File: config.mk
export PLATFORM = sky130hd
export DESIGN_NAME = pipeline_cpu
export DESIGN_NICKNAME = d
export VERILOG_FILES = /design/src/cpu_pkg.sv /design/src/alu.sv /design/src/decoder.sv /design/src/hazard_unit.sv /design/src/pipeline_cpu.sv /design/src/register_file.sv
export VERILOG_INCLUDE_DIRS = /design/src
export SDC_FILE = /design/constraint.sdc
export NUM_CORES = 2
export LEC_CHECK = 0
export BUFFER_PORTS_ARGS = -buffer_cell sky130_fd_sc_hd__buf_4
export CORE_MARGIN = 10
export CORE_UTILIZATION = 50
export CTS_CLUSTER_DIAMETER = 30
export DETAILED_ROUTE_END_ITERATION = 10
export PLACE_DENSITY = 0.7
export SYNTH_ARGS = -nofsm -noshare
export SYNTH_HDL_FRONTEND = slang
export SYNTH_SLANG_ARGS = --single-unit
File: constraint.sdc
create_clock -name clock -period 4.85 [get_ports clock]
set_clock_uncertainty 0.15 [all_clocks]
set_input_delay 0.2425 -clock clock [delete_from_list [all_inputs] [get_ports clock]]
set_output_delay 0.2425 -clock clock [all_outputs]
set_load 0.01 [all_outputs]
File: src/cpu_cfg.svh
`ifndef CPU_CFG_SVH
`define CPU_CFG_SVH

// Data path and address width in bits
`define CPU_XLEN 32

// Architectural registers, r0 hardwired to zero
`define CPU_REGS 32

// Byte step between sequential fetches
`define CPU_PC_STEP 4

// First fetch address once reset drops
`define CPU_RESET_PC 0

`endif

File: src/cpu_pkg.sv
`default_nettype none
`include "cpu_cfg.svh"

package cpu_pkg;

    typedef logic [`CPU_XLEN-1:0]         word_t;     // Data and address word
    typedef logic [$clog2(`CPU_REGS)-1:0] reg_addr_t; // Register index

    typedef enum logic [5:0] {
        R_TYPE = 6'h00,  // Operation chosen by funct
        ADDIU  = 6'h09,  // Sign-extended immediate
        ANDI   = 6'h0c,  // Zero-extended immediate
        ORI    = 6'h0d,  // Zero-extended immediate
        LW     = 6'h23,
        SW     = 6'h2b
    } opcode_e;

    typedef enum logic [5:0] {
        SLL  = 6'h00,    // Shift rt by shamt
        ADDU = 6'h21,
        SUBU = 6'h23,
        AND  = 6'h24,
        OR   = 6'h25,
        XOR  = 6'h26,
        SLT  = 6'h2a     // Signed compare
    } funct_e;

    typedef enum logic [3:0] {
        ALU_ADD = 4'd0,
        ALU_SUB = 4'd1,
        ALU_AND = 4'd2,
        ALU_OR  = 4'd3,
        ALU_XOR = 4'd4,
        ALU_SLT = 4'd5,
        ALU_SLL = 4'd6
    } alu_op_e;

    typedef enum logic [1:0] {
        FWD_REG = 2'd0,  // Value read in decode
        FWD_MEM = 2'd1,  // ALU result now in memory stage
        FWD_WB  = 2'd2   // Value being written back
    } fwd_sel_e;

    typedef struct packed {
        logic    reg_write;   // Writes dest at write-back
        logic    mem_read;    // Load
        logic    mem_write;   // Store
        logic    mem_to_reg;  // Write-back takes load data
        logic    alu_src;     // Operand b is the immediate
        alu_op_e alu_op;
    } ctrl_t;

    typedef struct packed {
        ctrl_t     ctrl;
        reg_addr_t rs;
        reg_addr_t rt;
        reg_addr_t dest;
        logic [4:0] shamt;
        word_t     rs_data;
        word_t     rt_data;      // Also the store data
        word_t     imm;
    } id_ex_t;

    typedef struct packed {
        logic      reg_write;
        logic      mem_read;
        logic      mem_write;
        logic      mem_to_reg;
        word_t     alu_result;   // Result or memory address
        word_t     store_data;
        reg_addr_t dest;
    } ex_mem_t;

    typedef struct packed {
        logic      reg_write;
        logic      mem_to_reg;
        word_t     load_data;
        word_t     alu_result;
        reg_addr_t dest;
    } mem_wb_t;

endpackage

`default_nettype wire

File: src/alu.sv
`timescale 1ns/1ps
`default_nettype none
`include "cpu_cfg.svh"

module alu
    import cpu_pkg::*;
(
    input  word_t      a,
    input  word_t      b,
    input  alu_op_e    op,
    input  logic [4:0] shamt,
    output word_t      result
);

    logic less;  // Signed a < b

    assign less = $signed(a) < $signed(b);

    always_comb begin
        case (op)
            ALU_ADD: result = a + b;       // Wraps, no overflow trap
            ALU_SUB: result = a - b;
            ALU_AND: result = a & b;
            ALU_OR:  result = a | b;
            ALU_XOR: result = a ^ b;
            ALU_SLT: result = {{(`CPU_XLEN-1){1'b0}}, less};
            ALU_SLL: result = b << shamt;  // Shifts rt, not rs
            default: result = '0;
        endcase
    end

endmodule

`default_nettype wire

File: src/decoder.sv
`timescale 1ns/1ps
`default_nettype none
`include "cpu_cfg.svh"

module decoder
    import cpu_pkg::*;
(
    input  word_t     instr,
    output ctrl_t     ctrl,
    output reg_addr_t dest,
    output word_t     imm
);

    logic sign_ext;  // Immediate gets the sign of bit 15

    always_comb begin
        ctrl        = '0;              // Anything not recognised is a bubble
        ctrl.alu_op = ALU_ADD;
        dest        = instr[20:16];    // rt unless R-type
        sign_ext    = 1'b1;
        case (instr[31:26])
            R_TYPE: begin
                dest           = instr[15:11];  // rd
                ctrl.reg_write = 1'b1;
                case (instr[5:0])
                    ADDU:    ctrl.alu_op = ALU_ADD;
                    SUBU:    ctrl.alu_op = ALU_SUB;
                    AND:     ctrl.alu_op = ALU_AND;
                    OR:      ctrl.alu_op = ALU_OR;
                    XOR:     ctrl.alu_op = ALU_XOR;
                    SLT:     ctrl.alu_op = ALU_SLT;
                    SLL:     ctrl.alu_op = ALU_SLL;
                    default: ctrl.reg_write = 1'b0;  // Unknown funct
                endcase
            end
            ADDIU: begin
                ctrl.reg_write = 1'b1;
                ctrl.alu_src   = 1'b1;
            end
            ANDI: begin
                ctrl.reg_write = 1'b1;
                ctrl.alu_src   = 1'b1;
                ctrl.alu_op    = ALU_AND;
                sign_ext       = 1'b0;
            end
            ORI: begin
                ctrl.reg_write = 1'b1;
                ctrl.alu_src   = 1'b1;
                ctrl.alu_op    = ALU_OR;
                sign_ext       = 1'b0;
            end
            LW: begin
                ctrl.reg_write  = 1'b1;
                ctrl.mem_read   = 1'b1;
                ctrl.mem_to_reg = 1'b1;
                ctrl.alu_src    = 1'b1;  // Address is base plus offset
            end
            SW: begin
                ctrl.mem_write = 1'b1;
                ctrl.alu_src   = 1'b1;
            end
            default: ;
        endcase
        imm = {{(`CPU_XLEN-16){sign_ext & instr[15]}}, instr[15:0]};
    end

endmodule

`default_nettype wire

File: src/hazard_unit.sv
`timescale 1ns/1ps
`default_nettype none

module hazard_unit
    import cpu_pkg::*;
(
    input  reg_addr_t id_rs,   // Sources of the instruction in decode
    input  reg_addr_t id_rt,
    input  id_ex_t    ex,
    input  ex_mem_t   mem,
    input  mem_wb_t   wb,
    output fwd_sel_e  fwd_rs,
    output fwd_sel_e  fwd_rt,
    output logic      stall
);

    // Youngest producer wins, r0 is never forwarded
    function automatic fwd_sel_e fwd_pick(
        input reg_addr_t src,
        input ex_mem_t   m,
        input mem_wb_t   w
    );
        fwd_sel_e sel;
        sel = FWD_REG;
        if (m.reg_write && m.dest != '0 && m.dest == src) begin
            sel = FWD_MEM;
        end else if (w.reg_write && w.dest != '0 && w.dest == src) begin
            sel = FWD_WB;
        end
        return sel;
    endfunction

    assign fwd_rs = fwd_pick(ex.rs, mem, wb);
    assign fwd_rt = fwd_pick(ex.rt, mem, wb);

    logic load_in_ex;  // Load data not ready until write-back

    assign load_in_ex = ex.ctrl.mem_read && (ex.dest != '0);

    // Hold decode one cycle behind a load it depends on
    assign stall = load_in_ex && (ex.dest == id_rs || ex.dest == id_rt);

endmodule

`default_nettype wire

File: src/pipeline_cpu.sv
`timescale 1ns/1ps
`default_nettype none
`include "cpu_cfg.svh"

module pipeline_cpu
    import cpu_pkg::*;
(
    input  logic  clock,
    input  logic  rst,
    output word_t instr_addr,   // Fetch address
    input  word_t instr_data,   // Combinational from instr_addr
    output word_t data_addr,
    output word_t data_wdata,
    output logic  data_write,   // Written at the next edge
    output logic  data_read,
    input  word_t data_rdata    // Combinational while data_read
);

    word_t     pc;
    word_t     if_id_instr;     // Instruction in decode
    logic      if_id_valid;     // Decode register holds a fetched word
    id_ex_t    id_ex;
    ex_mem_t   ex_mem;
    mem_wb_t   mem_wb;

    ctrl_t     id_ctrl;
    reg_addr_t id_dest;
    word_t     id_imm;
    word_t     id_rs_data;
    word_t     id_rt_data;
    fwd_sel_e  fwd_rs;
    fwd_sel_e  fwd_rt;
    logic      stall;           // Load-use interlock
    word_t     ex_a;
    word_t     ex_rt_val;       // Forwarded rt, also the store data
    word_t     ex_b;
    word_t     ex_result;
    word_t     wb_data;

    // Fetch
    assign instr_addr = pc;

    always_ff @(posedge clock) begin
        if (rst) begin
            pc          <= `CPU_RESET_PC;
            if_id_valid <= 1'b0;
        end else if (!stall) begin  // PC and decode hold on stall
            pc          <= pc + `CPU_PC_STEP;
            if_id_valid <= 1'b1;
        end
    end

    always_ff @(posedge clock) begin
        if (!stall) begin
            if_id_instr <= instr_data;
        end
    end

    // Decode
    decoder u_decoder (
        .instr (if_id_instr),
        .ctrl  (id_ctrl),
        .dest  (id_dest),
        .imm   (id_imm)
    );

    register_file u_regs (
        .clock   (clock),
        .rst     (rst),
        .rs      (if_id_instr[25:21]),
        .rt      (if_id_instr[20:16]),
        .rs_data (id_rs_data),
        .rt_data (id_rt_data),
        .wr_en   (mem_wb.reg_write),
        .wr_addr (mem_wb.dest),
        .wr_data (wb_data)
    );

    hazard_unit u_hazard (
        .id_rs  (if_id_instr[25:21]),
        .id_rt  (if_id_instr[20:16]),
        .ex     (id_ex),
        .mem    (ex_mem),
        .wb     (mem_wb),
        .fwd_rs (fwd_rs),
        .fwd_rt (fwd_rt),
        .stall  (stall)
    );

    always_ff @(posedge clock) begin
        if (rst || stall || !if_id_valid) begin
            id_ex.ctrl <= '0;  // Bubble into execute
        end else begin
            id_ex.ctrl <= id_ctrl;
        end
        id_ex.rs      <= if_id_instr[25:21];
        id_ex.rt      <= if_id_instr[20:16];
        id_ex.dest    <= id_dest;
        id_ex.shamt   <= if_id_instr[10:6];
        id_ex.rs_data <= id_rs_data;
        id_ex.rt_data <= id_rt_data;
        id_ex.imm     <= id_imm;
    end

    // Execute
    function automatic word_t fwd_mux(
        input fwd_sel_e sel,
        input word_t    reg_val,
        input word_t    mem_val,
        input word_t    wb_val
    );
        word_t val;
        case (sel)
            FWD_MEM: val = mem_val;
            FWD_WB:  val = wb_val;
            default: val = reg_val;
        endcase
        return val;
    endfunction

    assign ex_a      = fwd_mux(fwd_rs, id_ex.rs_data, ex_mem.alu_result, wb_data);
    assign ex_rt_val = fwd_mux(fwd_rt, id_ex.rt_data, ex_mem.alu_result, wb_data);
    assign ex_b      = id_ex.ctrl.alu_src ? id_ex.imm : ex_rt_val;

    alu u_alu (
        .a      (ex_a),
        .b      (ex_b),
        .op     (id_ex.ctrl.alu_op),
        .shamt  (id_ex.shamt),
        .result (ex_result)
    );

    always_ff @(posedge clock) begin
        if (rst) begin
            ex_mem.reg_write  <= 1'b0;
            ex_mem.mem_read   <= 1'b0;
            ex_mem.mem_write  <= 1'b0;
            ex_mem.mem_to_reg <= 1'b0;
        end else begin
            ex_mem.reg_write  <= id_ex.ctrl.reg_write;
            ex_mem.mem_read   <= id_ex.ctrl.mem_read;
            ex_mem.mem_write  <= id_ex.ctrl.mem_write;
            ex_mem.mem_to_reg <= id_ex.ctrl.mem_to_reg;
        end
        ex_mem.alu_result <= ex_result;
        ex_mem.store_data <= ex_rt_val;
        ex_mem.dest       <= id_ex.dest;
    end

    // Memory
    assign data_addr  = ex_mem.alu_result;
    assign data_wdata = ex_mem.store_data;
    assign data_write = ex_mem.mem_write;
    assign data_read  = ex_mem.mem_read;

    always_ff @(posedge clock) begin
        if (rst) begin
            mem_wb.reg_write  <= 1'b0;
            mem_wb.mem_to_reg <= 1'b0;
        end else begin
            mem_wb.reg_write  <= ex_mem.reg_write;
            mem_wb.mem_to_reg <= ex_mem.mem_to_reg;
        end
        mem_wb.load_data  <= data_rdata;
        mem_wb.alu_result <= ex_mem.alu_result;
        mem_wb.dest       <= ex_mem.dest;
    end

    // Write-back
    assign wb_data = mem_wb.mem_to_reg ? mem_wb.load_data : mem_wb.alu_result;

    a_mem_excl: assert property (@(posedge clock) disable iff (rst) !(data_write && data_read))
        else $error("data_write and data_read high together");

    // The bubble moves the load on, so the interlock clears next cycle
    a_stall_once: assert property (@(posedge clock) disable iff (rst) stall |=> !stall)
        else $error("load-use stall lasted two cycles");

endmodule

`default_nettype wire

File: src/register_file.sv
`timescale 1ns/1ps
`default_nettype none
`include "cpu_cfg.svh"

module register_file
    import cpu_pkg::*;
(
    input  logic      clock,
    input  logic      rst,
    input  reg_addr_t rs,
    input  reg_addr_t rt,
    output word_t     rs_data,
    output word_t     rt_data,
    input  logic      wr_en,
    input  reg_addr_t wr_addr,
    input  word_t     wr_data
);

    word_t regs [`CPU_REGS];  // r0 is never written
    logic  wr_live;           // A real write lands this cycle

    assign wr_live = wr_en && (wr_addr != '0);

    always_ff @(posedge clock) begin
        if (rst) begin
            for (int i = 0; i < `CPU_REGS; i++) begin
                regs[i] <= '0;
            end
        end else if (wr_live) begin
            regs[wr_addr] <= wr_data;
        end
    end

    // Write-through so decode sees the value retiring now
    assign rs_data = (wr_live && wr_addr == rs) ? wr_data : regs[rs];
    assign rt_data = (wr_live && wr_addr == rt) ? wr_data : regs[rt];

    // r0 reads zero even while write-back targets it
    a_r0_zero: assert property (@(posedge clock) disable iff (rst) (rs == '0) |-> (rs_data == '0))
        else $error("register 0 read nonzero");

endmodule

`default_nettype wire

==> metrics.log <==
INFO  metric synth_edf_count = 1,056
INFO  metric ioPinCount = 164
INFO  metric grt_util_all_layers = 32.89%
INFO  metric synth_sequential_area_ratio = 53.23%
INFO  metric hold_ws = 0.02297 ns
INFO  metric core_region_area = 0.1397 mm^2
INFO  metric maxCapViolCount = 0
INFO  metric rows = 137
INFO  metric final_cells = 8,168
INFO  metric detailedRoute.firstPassIterationCount = 6
INFO  metric placement.setup.worst_slack = -0.4557 ns
INFO  metric critPathMaxFanout = 7
INFO  metric crit-reg2reg-capture = data_addr[28]
INFO  metric slew_headroom = 26.72%
INFO  metric crit-reg2reg-launch = ex_mem[4]
INFO  metric multi_input_combinational_cell_area = 0.03165 mm^2
INFO  metric synth_flop_cell = edfxtp_1
INFO  metric clock_path_buffers = 4
INFO  metric clk_transition_reported_paths = 0.05 ns
INFO  metric hold_depth = 3
INFO  metric grt_antenna_before_repair = 19
INFO  metric grt_first_pass_wirelength = 379,500 um
INFO  metric total_cts_buffers = 290
INFO  metric start_util = 50.37%
INFO  metric timing.setup.tns = -0.2263 ns
INFO  metric crit_required = 5.40 ns
INFO  metric global_route.overflow_total = 0
INFO  metric design_area = 0.08893 mm^2
INFO  metric dp.final_hpwl = 162,700 um
INFO  metric clk_root_buffer_cell = clkbuf_16
INFO  metric yosys.area_share.simple = 10.58%
INFO  metric report.final.slew_viol_count = 0
INFO  metric grt_pass1_vias = 55,600
INFO  metric worstSetupEndpointType = register
INFO  metric port_buffers = 161
INFO  metric async_reset_ff_share = 0%
INFO  metric die_width = 395.2 um
INFO  metric final_critical_path_setup_slack = -0.06579 ns
INFO  metric fmax = 0.2034 GHz
INFO  metric cts-htree-levels = 5
INFO  metric worst_ep_arrival_time = 5.46 ns
INFO  metric synth-seq-cells = 1,343
INFO  metric period_share = 101.4%
INFO  metric final_layout_size_suffix_gt1_share = 34.52%
INFO  metric final_antenna_net_count = 0
INFO  metric r2r_setup_slack = -0.07 ns
INFO  metric final-seq-area = 0.03750 mm^2
INFO  metric layout.nets = 6,245
INFO  metric report.final.hold_viol_count = 0
INFO  metric vias = 55,280
INFO  metric dpl-instance-area = 0.07669 mm^2
INFO  metric tightestPinTransition = 1.099 ns
INFO  metric dieArea = 0.1561 mm^2
INFO  metric violations_in_the_final_reports = negative setup slack
INFO  metric share_of_the_synthesized_area_in_compound_gates_ao_oa_aoi_oai = 6.867%
INFO  metric synthCells = 5,443
INFO  metric rsz0062_at_grt = yes
INFO  metric cell_total_after_placement = 7,492
INFO  metric pin_count_of_the_biggest_net_entering_global_routing = 81
INFO  metric tritoncts_num_sinks = 1,343
INFO  metric routed_via_density = 6.767
INFO  metric dieHeight = 395.2 um
INFO  metric first_iter_violations = 8,941
INFO  metric ys.warnings.count = 0
INFO  metric mux_cell_area_share_after_synthesis = 22.37%
INFO  metric hold_path_class = in -> reg
INFO  metric static_leakage = 33.71 nW
INFO  metric finalCriticalPeriod = 4.916 ns
INFO  metric area_delta_synth_final = 26.37%
INFO  metric drc = 0
INFO  metric min_delay_src = instr_data[23]
INFO  metric status = finished, violations left
INFO  metric post_synth.cell_area_avg = 12.93 um^2
INFO  metric synth_fa_ha_area_share = 1.870%
INFO  metric setup_viol = 5
INFO  metric critical_path_class = reg -> reg
INFO  metric drt-total-wl = 265,100 um
INFO  metric netlist.area_leader.share = 45.06%
INFO  metric finalWeightedCongestion = 1.041
INFO  metric wire_per_inst = 32.46 um
INFO  metric clk-insertion-delay-late = 0.93 ns
INFO  metric synthesis.area = 0.07037 mm^2
INFO  metric finalPower = 41.17 mW
INFO  metric powerDensity = 463.0 mW/mm^2
INFO  metric cts_tree = built
INFO  metric ir_worst_vdd = 0.4663 mV
INFO  metric startpoint_type = register
INFO  metric final_core_util = 63.65%
INFO  metric number_of_cells_traversed_by_the_worst_register_to_register_path = 19
INFO  metric filler_cell_count = 9,849
INFO  metric synth_top_cells_by_area = edfxtp_1 (45%), mux4_2 (21%), dfxtp_1 (8.2%)
INFO  metric yosysTopAreaCell = edfxtp_1
INFO  metric synth.distinct_cells = 89
INFO  metric synthXorXnorAreaFrac = 1.008%
INFO  metric dominant_combinational_cell_family_by_area_after_synthesis = multiplexers
==> worst max-delay path by stage <==
stage | startpoint | endpoint | slack, ns | depth (start not counted)
2_1_floorplan | ex_mem[1] | data_addr[30] | -0.13 | 21
3_3_place_gp | mem_wb[2] | data_addr[30] | -0.41 | 21
3_5_place_dp | mem_wb[2] | data_addr[30] | -0.46 | 21
4_1_cts | ex_mem[4] | data_addr[21] | -0.10 | 21
5_1_grt | mem_wb[2] | data_addr[28] | -0.18 | 22
6_report | ex_mem[4] | data_addr[28] | -0.07 | 19
==> report_power, final <==
part / internal, mW / switching [mW]
registers: 13.1 / 0.817
logic: 3.01 / 4.63
clock network: 13.0 / 6.57
==> per-layer routing <==
metal	vias up	GRT usage, %	share of wire (%)
li1	21860	-	-
met1	27340	39.77	33
met2	4877	52.14	47
met3	1189	9.315	13
met4	14	20.27	7.3
met5	-	0	0.036
==> registers in the layout, indices dropped and copies added, names as in the netlist, named ones only <==
register,count
data_write,1
if_id_valid,1
id_ex,103
data_addr,32
ex_mem,7
mem_wb,71
data_wdata,32
u_regs.regs,1024
if_id_instr,32
instr_addr,30
==> synth_stat cells (8+ instances only) <==
master and n:
nor2_1 1144, edfxtp_1 1056, mux4_2 648, clkbuf_1 408, dfxtp_1 287, nand2_1 255
o21ai_0 182, a21oi_1 176, inv_1 104, ha_1 102, nor2b_1 82, a211oi_1 81
mux2i_1 80, buf_4 66, buf_1 63, nand2b_1 53, nand3_1 44, xor2_1 44
xnor2_1 37, nor3_1 36, nand4_1 32, a31oi_1 31, mux2_2 29, o211ai_1 26
and3_1 25, o22ai_1 25, o31ai_1 22, or3_1 19, buf_2 17, a221oi_1 16
o221ai_1 15, a221o_1 14, nor4_1 12, or4_1 11, a21o_1 10, o21a_1 10
o21bai_1 10, o211a_1 9, o21ai_1 9, a211o_1 8, buf_6 8, o221a_2 8
==> logic make-up (layout without fill, tap and decap cells) <==
group / after synthesis / count (layout)
simple gates: 1752 / 1752
xor+xnor: 81 / 81
flops: 1343 / 1343
buf+inv: 675 / 1488
compound gates: 729 / 729
other cells: 1 / 37
mux: 758 / 758
fa+ha+maj: 104 / 104
==> worst max-delay path: stages (launching register included) <==
cell,delay [ns]
dfxtp_2,0.31
or4_4,0.55
o2111a_2,0.31
and2_4,0.21
buf_12,0.14
nor2_4,0.19
buf_4,0.16
a221o_1,0.23
ha_2,0.37
buf_4,0.18
nand2_1,0.10
nor3_1,0.08
and3_4,0.19
a221o_1,0.31
a41o_4,0.28
a311o_1,0.30
buf_4,0.15
a221o_1,0.33
o21ai_1,0.09
o211ai_1,0.11
==> layout make-up <==
cell class	count	share of cell area, %
clock buffers	336	8.648
multi-input cells	3458	35.59
inverters	113	0.4812
clock inverters	170	2.172
diodes	3	0.008442
repair buffers	869	8.292
well taps	1876	2.640
flip-flops and latches	1343	42.17
==> what timing repair did <==
action | CTS | global route
gates cloned | 2 | 3
endpoints found under the hold margin | 116 | 0
pin swaps | 29 | 53
endpoints found under the setup margin | 21 | 20
resized for setup | 83 | 149
buffers inserted | 13 | 22
hold buffers | 129 | 0
==> cell usage in the layout (no fill, tap or decap), types with 43 or more instances in the layout <==
cell type,instances
nor2_1,1136
mux2i_1,43
dfxtp_1,270
buf_4,687
inv_1,101
nand3_1,43
o21ai_0,138
mux4_2,648
nor2b_1,82
ha_1,81
a21oi_1,166
nand2_1,231
xor2_1,44
edfxtp_1,1056
a211oi_1,79
clkbuf_16,300
dlygate4sd3_1,129
Note: power is estimated with default switching activity, not from simulation.
